### config.mk
export PLATFORM = sky130hd
export DESIGN_NAME = axil_cmd_master
export DESIGN_NICKNAME = d
export VERILOG_FILES = /design/src/common/spi_bridge_consts.svh /design/src/common/spi_bridge_pkg.sv /design/src/logic/axil_cmd_master.sv
export SDC_FILE = /design/constraint.sdc
export NUM_CORES = 1
export LEC_CHECK = 0
export ABC_AREA = 1
export BUFFER_PORTS_ARGS = -buffer_cell sky130_fd_sc_hd__buf_2
export CORE_ASPECT_RATIO = 1.2
export CORE_MARGIN = 8
export CORE_UTILIZATION = 35
export CTS_BUF_LIST = sky130_fd_sc_hd__clkbuf_8
export DETAILED_ROUTE_END_ITERATION = 8
export MAX_ROUTING_LAYER = met4
export PLACE_DENSITY = 0.72
export SYNTH_ARGS = -nofsm -noshare
export SYNTH_HDL_FRONTEND = slang
export SYNTH_SLANG_ARGS = --single-unit
### constraint.sdc
create_clock -name i_axi_clk -period 4.8 [get_ports i_axi_clk]
set_input_delay 0.72 -clock i_axi_clk [delete_from_list [all_inputs] [get_ports i_axi_clk]]
set_output_delay 0.72 -clock i_axi_clk [all_outputs]
set_load 0.005 [all_outputs]
### src/common/spi_bridge_consts.svh
// Opcodes and frame length are fixed by the SPI host protocol and the FIFO depth must be a power of two of at least 4
`ifndef SPI_BRIDGE_CONSTS_SVH
`define SPI_BRIDGE_CONSTS_SVH

//////////////////////////////////////////////////
// SPI frame
//////////////////////////////////////////////////
`define SB_OP_WRITE    8'h02  // 32-bit write
`define SB_OP_READ     8'h03  // 32-bit read, data field ignored
`define SB_FRAME_BITS  56     // Opcode + address + data

//////////////////////////////////////////////////
// Command FIFO and status byte
//////////////////////////////////////////////////
`define SB_FIFO_DEPTH  8
`define SB_ST_OVF      7      // Sticky, frame lost on full FIFO
`define SB_ST_ERR      6      // Last response not OKAY
`define SB_ST_RESP     1:0    // Last AXI response code

`endif

### src/common/spi_bridge_pkg.sv
// Types shared by the SPI side and the AXI4-Lite side with widths fixed to a 16-bit address and a 32-bit word
package spi_bridge_pkg;

   // Byte address carried in the SPI frame
   typedef logic [15:0] bus_addr_t;

   // One bus data word
   typedef logic [31:0] bus_data_t;

   // AXI response code, 2'b00 is OKAY
   typedef logic [1:0] axi_resp_t;

   // Readback status byte
   typedef logic [7:0] spi_status_t;

   // FIFO word laid out as write flag, address, data
   // bit 48 write flag, 47:32 address, 31:0 data
   typedef logic [48:0] bridge_cmd_t;

   // AXI4-Lite master FSM
   typedef enum logic [2:0] {
      ST_IDLE,   // Waiting for a command
      ST_WRITE,  // AW and W outstanding
      ST_WRESP,  // Waiting for B
      ST_RADDR,  // AR outstanding
      ST_RDATA   // Waiting for R
   } axil_state_t;

endpackage

### src/logic/axil_cmd_master.sv
// One AXI4-Lite transaction at a time with full write strobes and the response published by toggle handshake
`timescale 1ns/100ps

module axil_cmd_master (
   input  logic                        i_axi_clk,
   input  logic                        i_arst_n,
   // Command FIFO read side
   input  logic                        i_empty,
   input  spi_bridge_pkg::bridge_cmd_t i_cmd,
   output logic                        o_pop,
   // Response to the sclk domain
   output logic                        o_rsp_toggle,
   output spi_bridge_pkg::bus_data_t   o_rsp_data,
   output spi_bridge_pkg::axi_resp_t   o_rsp_code,
   input  logic                        i_rsp_ack,
   // AXI4-Lite master
   output logic                        o_awvalid,
   input  logic                        i_awready,
   output spi_bridge_pkg::bus_addr_t   o_awaddr,
   output logic                        o_wvalid,
   input  logic                        i_wready,
   output spi_bridge_pkg::bus_data_t   o_wdata,
   output logic [3:0]                  o_wstrb,
   input  logic                        i_bvalid,
   output logic                        o_bready,
   input  spi_bridge_pkg::axi_resp_t   i_bresp,
   output logic                        o_arvalid,
   input  logic                        i_arready,
   output spi_bridge_pkg::bus_addr_t   o_araddr,
   input  logic                        i_rvalid,
   output logic                        o_rready,
   input  spi_bridge_pkg::bus_data_t   i_rdata,
   input  spi_bridge_pkg::axi_resp_t   i_rresp
);

   spi_bridge_pkg::axil_state_t state;
   spi_bridge_pkg::bus_data_t   pend_data;
   spi_bridge_pkg::axi_resp_t   pend_code;
   logic                        pend_valid;
   logic [1:0]                  ack_sync;
   logic                        pub_go;
   logic                        aw_left;
   logic                        w_left;
   logic                        b_done;
   logic                        r_done;

   assign o_pop   = (state == spi_bridge_pkg::ST_IDLE) && !i_empty;
   assign o_wstrb = 4'hF;  // Word writes only
   assign aw_left = o_awvalid && !i_awready;
   assign w_left  = o_wvalid && !i_wready;
   assign b_done  = i_bvalid && o_bready;
   assign r_done  = i_rvalid && o_rready;

   // Payload taken at the pop
   always_ff @(posedge i_axi_clk) begin
      if (o_pop) begin
         o_awaddr <= i_cmd[47:32];
         o_araddr <= i_cmd[47:32];
         o_wdata  <= i_cmd[31:0];
      end
   end

   //////////////////////////////////////////////////
   // Transaction FSM
   //////////////////////////////////////////////////
   always_ff @(posedge i_axi_clk or negedge i_arst_n) begin
      if (!i_arst_n) begin
         state     <= spi_bridge_pkg::ST_IDLE;
         o_awvalid <= 1'b0;
         o_wvalid  <= 1'b0;
         o_bready  <= 1'b0;
         o_arvalid <= 1'b0;
         o_rready  <= 1'b0;
      end else begin
         case (state)
            spi_bridge_pkg::ST_IDLE: if (o_pop) begin
               if (i_cmd[48]) begin  // Write flag
                  o_awvalid <= 1'b1;
                  o_wvalid  <= 1'b1;
                  state     <= spi_bridge_pkg::ST_WRITE;
               end else begin
                  o_arvalid <= 1'b1;
                  state     <= spi_bridge_pkg::ST_RADDR;
               end
            end
            spi_bridge_pkg::ST_WRITE: begin
               o_awvalid <= aw_left;
               o_wvalid  <= w_left;
               if (!aw_left && !w_left) begin
                  o_bready <= 1'b1;
                  state    <= spi_bridge_pkg::ST_WRESP;
               end
            end
            spi_bridge_pkg::ST_WRESP: if (i_bvalid) begin
               o_bready <= 1'b0;
               state    <= spi_bridge_pkg::ST_IDLE;
            end
            spi_bridge_pkg::ST_RADDR: if (i_arready) begin
               o_arvalid <= 1'b0;
               o_rready  <= 1'b1;
               state     <= spi_bridge_pkg::ST_RDATA;
            end
            spi_bridge_pkg::ST_RDATA: if (i_rvalid) begin
               o_rready <= 1'b0;
               state    <= spi_bridge_pkg::ST_IDLE;
            end
            default: state <= spi_bridge_pkg::ST_IDLE;
         endcase
      end
   end

   //////////////////////////////////////////////////
   // Response publish
   //////////////////////////////////////////////////
   // Wait until sclk side has seen the last flip
   assign pub_go = pend_valid && (ack_sync[1] == o_rsp_toggle);

   always_ff @(posedge i_axi_clk or negedge i_arst_n) begin
      if (!i_arst_n) begin
         ack_sync     <= '0;
         pend_valid   <= 1'b0;
         pend_data    <= '0;
         pend_code    <= '0;
         o_rsp_toggle <= 1'b0;
         o_rsp_data   <= '0;
         o_rsp_code   <= '0;
      end else begin
         ack_sync <= {ack_sync[0], i_rsp_ack};
         if (pub_go) begin
            o_rsp_data   <= pend_data;
            o_rsp_code   <= pend_code;
            o_rsp_toggle <= ~o_rsp_toggle;
            pend_valid   <= 1'b0;
         end
         if (b_done) begin  // Writes leave the data word alone
            pend_code  <= i_bresp;
            pend_valid <= 1'b1;
         end
         if (r_done) begin
            pend_data  <= i_rdata;
            pend_code  <= i_rresp;
            pend_valid <= 1'b1;
         end
      end
   end

endmodule

==> out/metrics.csv, run 1 <==
metric,value,unit
status,"complete, no violations",
path_clk_slew,0.08,ns
clock_sinks,128,
ys.flop_type,dfrtp_1,
finalHoldViolCount,0,
min_period_over_period,50.00,%
synth_area_leader_cell,dfrtp_1,
vias,3560,
hp-class,reg -> reg,
synth_edf_count,48,
antenna_found_initial,0,
critPathCaptureType,flip-flop,
tns,0,ns
worst_slack,2.400,ns
multi_input_area,1070,um^2
clock_latency,0.41,ns
dp_cells,770,
syn_to_final_growth,30.03,%
firstDrtPassIters,4,
grt_overflow_total,0,
grt_start_max_net_pins,81,
cts-buffers-inserted,17,
startpoint_type,flip-flop,
period_minus_slack,2.400,ns
start_util,35.36,%
final_layout_size_suffix_gt1_share,37.56,%
ant_nets,0,
syn_area_per_cell,11.12,um^2
portBuffers,198,
worst_pin_slew,1.257,ns
cts_root_buf,clkbuf_8,
dieWidth,122.9,um
rsz0062_at_grt,false,
rows,47,
yosysUniqueCellTypes,24,
final_cells,802,
diodes,0,
grt_use_total,14.30,%
yosysSeqAreaShare,71.69,%
post-route-util,45.98,%
final_nets,712,
cts_tree,yes,
grt_pass1_wl,18730,um
arrival,2.68,ns
dieHeight,144.3,um
synth_area_leaders,"dfrtp_1 (42%), edfxtp_1 (30%), nand2_1 (14%), nand3_1 (3.8%), buf_4 (3.1%)",
core_area,13580,um^2
pre_cts_ws,1.947,ns
die-area,17740,um^2
power.total,3.864,mW
slew_headroom,16.21,%
ctsHtreeMaxLevel,4,
cp_max_fo,36,
routed_via_density,4.439,
fillCellCount,1293,
routedWlPerCell,15.70,um
ys_warn_count,0,
grt_pass1_vias,3604,
synthArstFlopShare,62.50,%
routed_wl,12590,um
maxSlewViolCount,0,
seq_area,3443,um^2
critPathKind,reg -> reg,
cp.required,5.08,ns
post_cts_resize_count,0,
fmax,416.7,MHz
peakVddDrop,0.0002600,V
drc_errors,0,
setup_viol_count_final,0,
max_cap_violations,0,
cts_hold_buf,0,
cts_setup_buffers,0,
syn_area,4803,um^2
clk_path_buf_depth,2,
skew,0.01305,ns
drt_iter0_drc,163,
netlist.area_leader.share,41.68,%
dp_hpwl,9092,um
p_leak,3.237,nW
cellPowerDensity,618.7,nW/um^2
gp_congestion,0.7920,
ys_ff_latch,128,
pin_count,203,
syn_inst,432,
stage by stage:
stage          hold WS (ns)  instance area (um^2)
2_1_floorplan        0.3312                  4815
3_3_place_gp         0.3314                  5803
3_5_place_dp         0.3409                  5803
4_1_cts              0.3598                  6246
5_1_grt              0.3722                  6246
6_report             0.3582                  6246
flip-flops by register name, indices dropped and copies added, names as in the netlist, 2 cells and up:
register	cells
o_rsp_data	32
state	3
ack_sync	2
o_wdata	32
pend_data	32
pend_code	2
o_araddr	16
o_rsp_code	2
critical path: stages, from the launching register on:
cell and delay [ns]:
dfrtp_1 0.41, nand2_1 0.07, buf_4 0.34, clkinv_1 0.87, o21ai_0 0.45, o22ai_1 0.11
final cells by class:
type,count,share of cell area (%)
Clock buffer,17,3.746
Clock inverter,15,3.345
Tap cell,171,3.425
Sequential cell,128,55.13
Timing Repair Buffer,200,16.15
Multi-Input combinational cell,253,17.13
Inverter,18,1.082
power breakdown:
part	internal, mW	switching (mW)	leakage [nW]
clock network	0.574	0.448	0.215
logic	0.417	0.629	1.58
registers	1.55	0.247	1.44
layer usage:
metal	part of all wire, %	track usage, %	up-vias
li1	-	-	1747
met1	39	15.95	1645
met2	49	23.76	161
met3	11	4.844	7
met4	0.79	4.306	0
met5	0	-	-
worst paths after layout:
check / start / endpoint / slack, ns / depth (start not counted)
hold / removal: ack_sync[0] / ack_sync[1] / 0.36 / 0
hold reg to reg: ack_sync[0] / ack_sync[1] / 0.36 / 0
max in group asynchronous: i_arst_n / pend_data[1] / 3.65 / 1
setup reg to reg: o_rready / pend_code[1] / 2.40 / 5
min in group asynchronous: i_arst_n / o_rsp_data[27] / 0.47 / 1
setup / recovery: o_rready / pend_code[1] / 2.40 / 5
cells in the final DEF, fill, tap and decap left out, drive strengths merged:
cell / instances
o21a: 1
conb: 4
a21oi: 3
o21ai: 11
inv: 21
nand3: 36
buf: 200
nand2: 182
xnor2: 1
o21bai: 1
nor3: 1
clkinv: 6
o22ai: 3
clkinvlp: 2
nor2: 10
clkbuf: 17
dfrtp: 80
bufinv: 4
edfxtp: 48
cells in the mapped netlist (2+ instances only):
library cell  instances
nand3_1              36
buf_2                 7
inv_2                 2
o21ai_1               2
clkbuf_1              3
nor2_1                9
o21ai_0               9
buf_4                20
buf_6                 3
dfrtp_1              80
edfxtp_1             48
buf_1                 3
nand2_1             181
inv_1                15
o22ai_1               3
a21oi_1               3
cells by family after synthesis:
family / synth area share [%]
DFF: 71.69
and+or+nand+nor: 19.07
AOI/OAI and AO/OA: 2.162
xor gates and xnor gates: 0.5731
other: 0.07807
buffers and inverters: 6.434
Power figures use the tool's default switching activity.
==> run 2, diff against run 1 <==
--- a/config.mk
+++ b/config.mk
@@ -5,7 +5,7 @@
 export SDC_FILE = /design/constraint.sdc
 export NUM_CORES = 1
 export LEC_CHECK = 0
-export ABC_AREA = 1
+export ABC_AREA = 0
 export BUFFER_PORTS_ARGS = -buffer_cell sky130_fd_sc_hd__buf_2
 export CORE_ASPECT_RATIO = 1.2
 export CORE_MARGIN = 8
@@ -13,7 +13,7 @@
 export CTS_BUF_LIST = sky130_fd_sc_hd__clkbuf_8
 export DETAILED_ROUTE_END_ITERATION = 8
 export MAX_ROUTING_LAYER = met4
-export PLACE_DENSITY = 0.72
+export PLACE_DENSITY = 0.74
 export SYNTH_ARGS = -nofsm -noshare
 export SYNTH_HDL_FRONTEND = slang
 export SYNTH_SLANG_ARGS = --single-unit
==> constraint.sdc (replaced) <==
create_clock -name i_axi_clk -period 2 [get_ports i_axi_clk]
set_input_delay 0.3 -clock i_axi_clk [delete_from_list [all_inputs] [get_ports i_axi_clk]]
set_output_delay 0.3 -clock i_axi_clk [all_outputs]
set_load 0.005 [all_outputs]
==> out/metrics.csv, run 2 <==
metric,value,unit,change
grt_overflow_total,0,,unchanged
synth_edf_count,48,,unchanged
rsz0062_at_grt,false,,unchanged
critPathSlowestCell,or4_4,,was clkinv_1
pin_count,203,,unchanged
cp_max_fo,3,,was 36
ys.flop_type,dfrtp_1,,unchanged
arrival,1.59,ns,was 2.68 ns
max_stage_delay,0.56,ns,was 0.87 ns
fmax,529.3,MHz,
grt_pass1_wl,17560,um,was 18730 um
p_leak,3.050,nW,was 3.237 nW
antenna_found_initial,1,,was 0
skew,0.007136,ns,was 0.01305 ns
core_area,13640,um^2,was 13580 um^2
critPathCaptureType,output pin,,was flip-flop
r2r_end,o_wdata[8],,was pend_code[1]
maxSlewViolCount,0,,unchanged
tns,0,ns,unchanged
critPathKind,reg -> out,,was reg -> reg
grt_start_max_net_pins,56,,was 81
cellPowerDensity,1442,nW/um^2,was 618.7 nW/um^2
max_cap_violations,0,,unchanged
syn_area_per_cell,17.49,um^2,was 11.12 um^2
portBuffers,198,,unchanged
dieWidth,123.2,um,was 122.9 um
synth_area_leader_cell,dfrtp_1,,unchanged
peakVddDrop,0.0007143,V,was 0.0002600 V
rows,47,,unchanged
r2r_setup_slack,0.25,ns,was 2.40 ns
grt_use_total,13.68,%,was 14.30%
die-area,17830,um^2,was 17740 um^2
routedWlPerCell,18.43,um,was 15.70 um
cts_root_buf,clkbuf_8,,unchanged
layout_commonest_cell,buf_2,,unchanged
setup_viol_count_final,0,,unchanged
ctsHtreeMaxLevel,4,,unchanged
start_util,35.39,%,was 35.36%
cts_tree,yes,,unchanged
worstPathCellList,or4_4 -> clkinvlp_4 -> buf_2,,was nand2_1 -> buf_4 -> clkinv_1 -> o21ai_0 -> o22ai_1
synth.top_cells.by_count,"dfrtp_1 (80), edfxtp_1 (48), mux2_2 (36)",,"was nand2_1 (181), dfrtp_1 (80), edfxtp_1 (48)"
dieHeight,144.7,um,was 144.3 um
netlist.area_leader.share,41.46,%,was 41.68%
vias,3033,,was 3560
fillCellCount,1219,,was 1293
worst-path-stages,3,,was 5
path_clk_slew,0.08,ns,about the same
syn_inst,276,,was 432
cp.required,1.70,ns,was 5.08 ns
drc_errors,0,,unchanged
hp-class,in -> reg,,was reg -> reg
grt_pass1_vias,3225,,was 3604
worst_slack,0.1109,ns,was 2.400 ns
cts-buffers-inserted,17,,unchanged
cp-startpoint,state[0],,was o_rready
routed_via_density,4.561,,was 4.439
syn_area,4828,um^2,was 4803 um^2
routed_wl,12260,um,was 12590 um
clock_latency,0.43,ns,was 0.41 ns
final_nets,574,,was 712
gp_congestion,0.7964,,was 0.7920
yosysSeqAreaShare,71.31,%,was 71.69%
startpoint_type,flip-flop,,unchanged
placedInstanceArea,5924,um^2,was 5803 um^2
finalHoldViolCount,0,,unchanged
synth_area_leaders,"dfrtp_1 (41%), edfxtp_1 (30%), mux2_4 (9.3%), mux2_2 (8.4%), buf_4 (3.3%)",,"was dfrtp_1 (42%), edfxtp_1 (30%), nand2_1 (14%), nand3_1 (3.8%), buf_4 (3.1%)"
crit_family,simple AND/OR/NAND/NOR gates,,was buffers and inverters
ant_nets,0,,unchanged
ys_ff_latch,128,,unchanged
yosysMostFrequentCell,dfrtp_1,,was nand2_1
min_period_over_period,94.46,%,
endpoint,o_pop,,was pend_code[1]
firstDrtPassIters,4,,unchanged
reg.largest.list,"o_rsp_data: 32 flops, o_wdata: 32 flops, pend_data: 32 flops",,unchanged
r2r_start,state[0],,was o_rready
status,"complete, no violations",,unchanged
post-route-util,46.63,%,was 45.98%
worstRegToRegCells,4,,was 5
final_layout_size_suffix_gt1_share,62.88,%,was 37.56%
synthArstFlopShare,62.50,%,unchanged
drt_iter0_drc,128,,was 163
ys_warn_count,0,,unchanged
syn_to_final_growth,31.77,%,was 30.03%
critPathBufInv,2,,unchanged
pre_cts_ws,0.2555,ns,was 1.947 ns
layout_common_cells,"buf_2 (197), dfrtp_1 (79), edfxtp_1 (48)",,"was buf_2 (197), nand2_1 (181), dfrtp_1 (80)"
fin_area,6362,um^2,was 6246 um^2
dp_hpwl,9155,um,was 9092 um
period_minus_slack,1.889,ns,
clk_path_buf_depth,2,,unchanged
clock_sinks,128,,unchanged
yosysUniqueCellTypes,30,,was 24
==> run 2: layout make-up <==
type	count	area [um^2]	share of cell area, %
flip-flops and latches	128	3445	54.14
inverters	6	26.28	0.4130
repair buffers	211	1154	18.13
multi-input cells	116	1152	18.11
clock buffers	17	234.0	3.677
well taps	171	214.0	3.363
clock inverters	15	135.1	2.124
diodes	1	2.502	0.03933
==> run 2: repair_timing <==
action / in CTS / in global routing
hold buffers: 3 / 2
hold endpoints to repair: 27 / 2
gates resized for setup: 1 / 0
endpoints found under the setup margin: 1 / 0
buffers inserted: 2 / 0
==> run 2: worst min-delay path by stage <==
stage | slack, ns | endpoint | startpoint | cells after the start
after detailed placement | 0.23 | pend_data[17] | i_arst_n | 1
final | 0.04 | o_wdata[22] | i_cmd[22] | 1
after global routing | 0.002 | o_wdata[29] | i_cmd[29] | 1
after floorplan | 0.004 | ack_sync[0] | i_arst_n | 0
after global placement | 0.22 | pend_data[17] | i_arst_n | 1
after CTS | 0.0004 | o_araddr[9] | i_cmd[41] | 1
==> run 2: cell families (layout without fill, tap and decap cells) <==
kind of cell | Yosys count | after routing | share of synthesized area, %
XOR/XNOR | 1 | 1 | 0.1814
other | 1 | 5 | 0.07767
flip-flops | 128 | 128 | 71.31
AO/OA/AOI/OAI | 20 | 20 | 2.565
AND/OR/NAND/NOR | 22 | 22 | 2.462
buffers and inverters | 35 | 249 | 5.053
multiplexers | 69 | 69 | 18.35
==> run 2: through the flow <==
stage                     cells  total power [mW]  hold WS (ns)
after floorplan             279             6.047      0.004409
after global placement      625             7.056        0.2233
after detailed placement    625             7.217        0.2316
after CTS                   662             9.340     0.0004469
after global routing        665             9.713      0.001549
final                       665             9.173       0.04316
==> run 2: metal layers <==
layer	GRT usage, %	wire, um
met5	-	0
met4	4.635	106
met1	14.56	4858
met3	6.328	1402
met2	22.12	5892
==> run 2: power breakdown <==
group / total (mW) / leakage (nW) / internal, mW / switching (mW)
sequential: 4.27 / 1.42 / 3.78 / 0.495
combinational: 2.85 / 1.46 / 1.66 / 1.19
clock: 2.04 / 0.175 / 0.990 / 1.05
==> run 3, diff against run 2 <==
--- a/config.mk
+++ b/config.mk
@@ -5,7 +5,6 @@
 export SDC_FILE = /design/constraint.sdc
 export NUM_CORES = 1
 export LEC_CHECK = 0
-export ABC_AREA = 0
 export BUFFER_PORTS_ARGS = -buffer_cell sky130_fd_sc_hd__buf_2
 export CORE_ASPECT_RATIO = 1.2
 export CORE_MARGIN = 8
@@ -13,7 +12,7 @@
 export CTS_BUF_LIST = sky130_fd_sc_hd__clkbuf_8
 export DETAILED_ROUTE_END_ITERATION = 8
 export MAX_ROUTING_LAYER = met4
-export PLACE_DENSITY = 0.74
+export PLACE_DENSITY = 0.72
 export SYNTH_ARGS = -nofsm -noshare
 export SYNTH_HDL_FRONTEND = slang
 export SYNTH_SLANG_ARGS = --single-unit
==> constraint.sdc (replaced) <==
create_clock -name i_axi_clk -period 2.1 [get_ports i_axi_clk]
set_input_delay 0.315 -clock i_axi_clk [delete_from_list [all_inputs] [get_ports i_axi_clk]]
set_output_delay 0.315 -clock i_axi_clk [all_outputs]
set_load 0.005 [all_outputs]
==> out/metrics.csv, run 3 (synthesized netlist as in run 2, its figures left out) <==
metric,value,unit,change
diodes,0,,was 1
routedWlPerCell,18.47,um,was 18.43 um
firstDrtPassIters,4,,unchanged
clk_path_buf_depth,2,,unchanged
cts_tree,yes,,unchanged
cp.required,1.78,ns,was 1.70 ns
fin_area,6367,um^2,was 6362 um^2
critPathSlowestCell,or4_4,,unchanged
grt_pass1_vias,3283,,was 3225
dp_hpwl,9319,um,was 9155 um
final_nets,571,,was 574
fmax,509.4,MHz,
worst_slack,0.1368,ns,was 0.1109 ns
ant_nets,0,,unchanged
portBuffers,198,,unchanged
hp-class,in -> reg,,unchanged
reg.largest.list,"o_rsp_data: 32 flops, o_wdata: 32 flops, pend_data: 32 flops",,unchanged
grt_pass1_wl,18060,um,was 17560 um
startpoint_type,flip-flop,,unchanged
dp_cells,626,,was 625
syn_to_final_growth,31.87,%,was 31.77%
drc_errors,0,,unchanged
cts_root_buf,clkbuf_8,,unchanged
start_util,35.39,%,unchanged
grt_use_total,14.05,%,was 13.68%
hp-start,i_cmd[42],,was i_cmd[22]
holdPathStages,1,,unchanged
layout_common_cells,"buf_2 (197), dfrtp_1 (79), edfxtp_1 (48)",,unchanged
post-route-util,46.67,%,was 46.63%
r2r_setup_slack,0.25,ns,about the same
final_layout_size_suffix_gt1_share,63.06,%,was 62.88%
dieHeight,144.7,um,unchanged
final_cells,661,,was 665
grt_start_max_net_pins,51,,was 56
max_cap_violations,0,,unchanged
r2r_end,o_wdata[26],,was o_wdata[8]
layout_commonest_cell,buf_2,,unchanged
pre_cts_ws,0.2786,ns,was 0.2555 ns
grt_overflow_total,0,,unchanged
min_period_over_period,93.48,%,
clock_sinks,128,,unchanged
critPathKind,reg -> out,,unchanged
hold_ws,0.05144,ns,was 0.04316 ns
cts-buffers-inserted,17,,unchanged
rsz0062_at_grt,false,,unchanged
period_minus_slack,1.963,ns,
status,"complete, no violations",,unchanged
clock_latency,0.43,ns,about the same
critPathCaptureType,output pin,,unchanged
power.total,8.995,mW,was 9.173 mW
vias,3011,,was 3033
placedInstanceArea,5919,um^2,was 5924 um^2
ctsHtreeMaxLevel,4,,unchanged
die-area,17830,um^2,unchanged
setup_viol_count_final,0,,unchanged
routed_via_density,4.555,,was 4.561
gp_congestion,0.7949,,was 0.7964
cellPowerDensity,1413,nW/um^2,was 1442 nW/um^2
finalHoldViolCount,0,,unchanged
arrival,1.65,ns,was 1.59 ns
worstRegToRegCells,4,,unchanged
core_area,13640,um^2,unchanged
pin_count,203,,unchanged
path_clk_slew,0.08,ns,about the same
tns,0,ns,unchanged
worstPathCellList,or4_4 -> clkinvlp_4 -> buf_2,,unchanged
peakVddDrop,0.0005255,V,was 0.0007143 V
maxSlewViolCount,0,,unchanged
dieWidth,123.2,um,unchanged
drt_iter0_drc,176,,was 128
rows,47,,unchanged
antenna_found_initial,0,,was 1
routed_wl,12210,um,was 12260 um
max_stage_delay,0.53,ns,was 0.56 ns
holdPathEnd,o_araddr[10],,was o_wdata[22]
cp_max_fo,10,,was 3
p_leak,3.068,nW,was 3.050 nW
r2r_start,state[2],,was state[0]
skew,0.01062,ns,was 0.007136 ns
run 3: layer usage:
metal | vias to the layer above | GRT usage, % | share of wire (%) | wire length, um
li1 | 1369 | - | - | -
met1 | 1454 | 15.06 | 38 | 4688
met2 | 171 | 23.32 | 49 | 5967
met3 | 17 | 4.930 | 11 | 1377
met4 | 0 | 5.714 | 1.4 | 174
met5 | - | - | 0 | 0
run 3: how the worst max path moves through the flow:
| stage | startpoint | end | slack (ns) |
|---|---|---|---|
| after global routing | state[2] | o_pop | 0.04 |
| final | state[2] | o_pop | 0.14 |
| after floorplan | state[2] | o_araddr[0] | 0.20 |
| after detailed placement | state[2] | o_wdata[29] | 0.28 |
| after CTS | state[2] | o_pop | 0.07 |
| after global placement | state[2] | o_wdata[29] | 0.34 |
run 3: final cells by class:
type | count | area [um^2]
Inverter | 6 | 26.28
Clock inverter | 15 | 185.2
Clock buffer | 17 | 234.0
Sequential cell | 128 | 3445
Tap cell | 171 | 214.0
Fill cell | 1240 | 7276
Multi-Input combinational cell | 116 | 1152
Timing Repair Buffer | 208 | 1111
run 3: repair_timing:
action	in CTS	in global routing
hold buffers	2	0
pin swaps	0	0
endpoints found under the setup margin	1	1
cloned	0	0
resized for setup	0	1
hold endpoints to repair	31	0
buffers inserted	1	0
run 3: power by group:
part	total (mW)	switching [mW]	internal (mW)
logic	2.68	1.11	1.57
registers	4.09	0.496	3.60
clock network	2.22	1.02	1.19
total	8.99	2.63	6.36
run 3: critical path, delay by kind of cell (launching register included):
family | cells | cell delay (ns)
buffers and inverters | 2 | 0.21
AND/OR/NAND/NOR | 1 | 0.53
flip-flops | 1 | 0.48
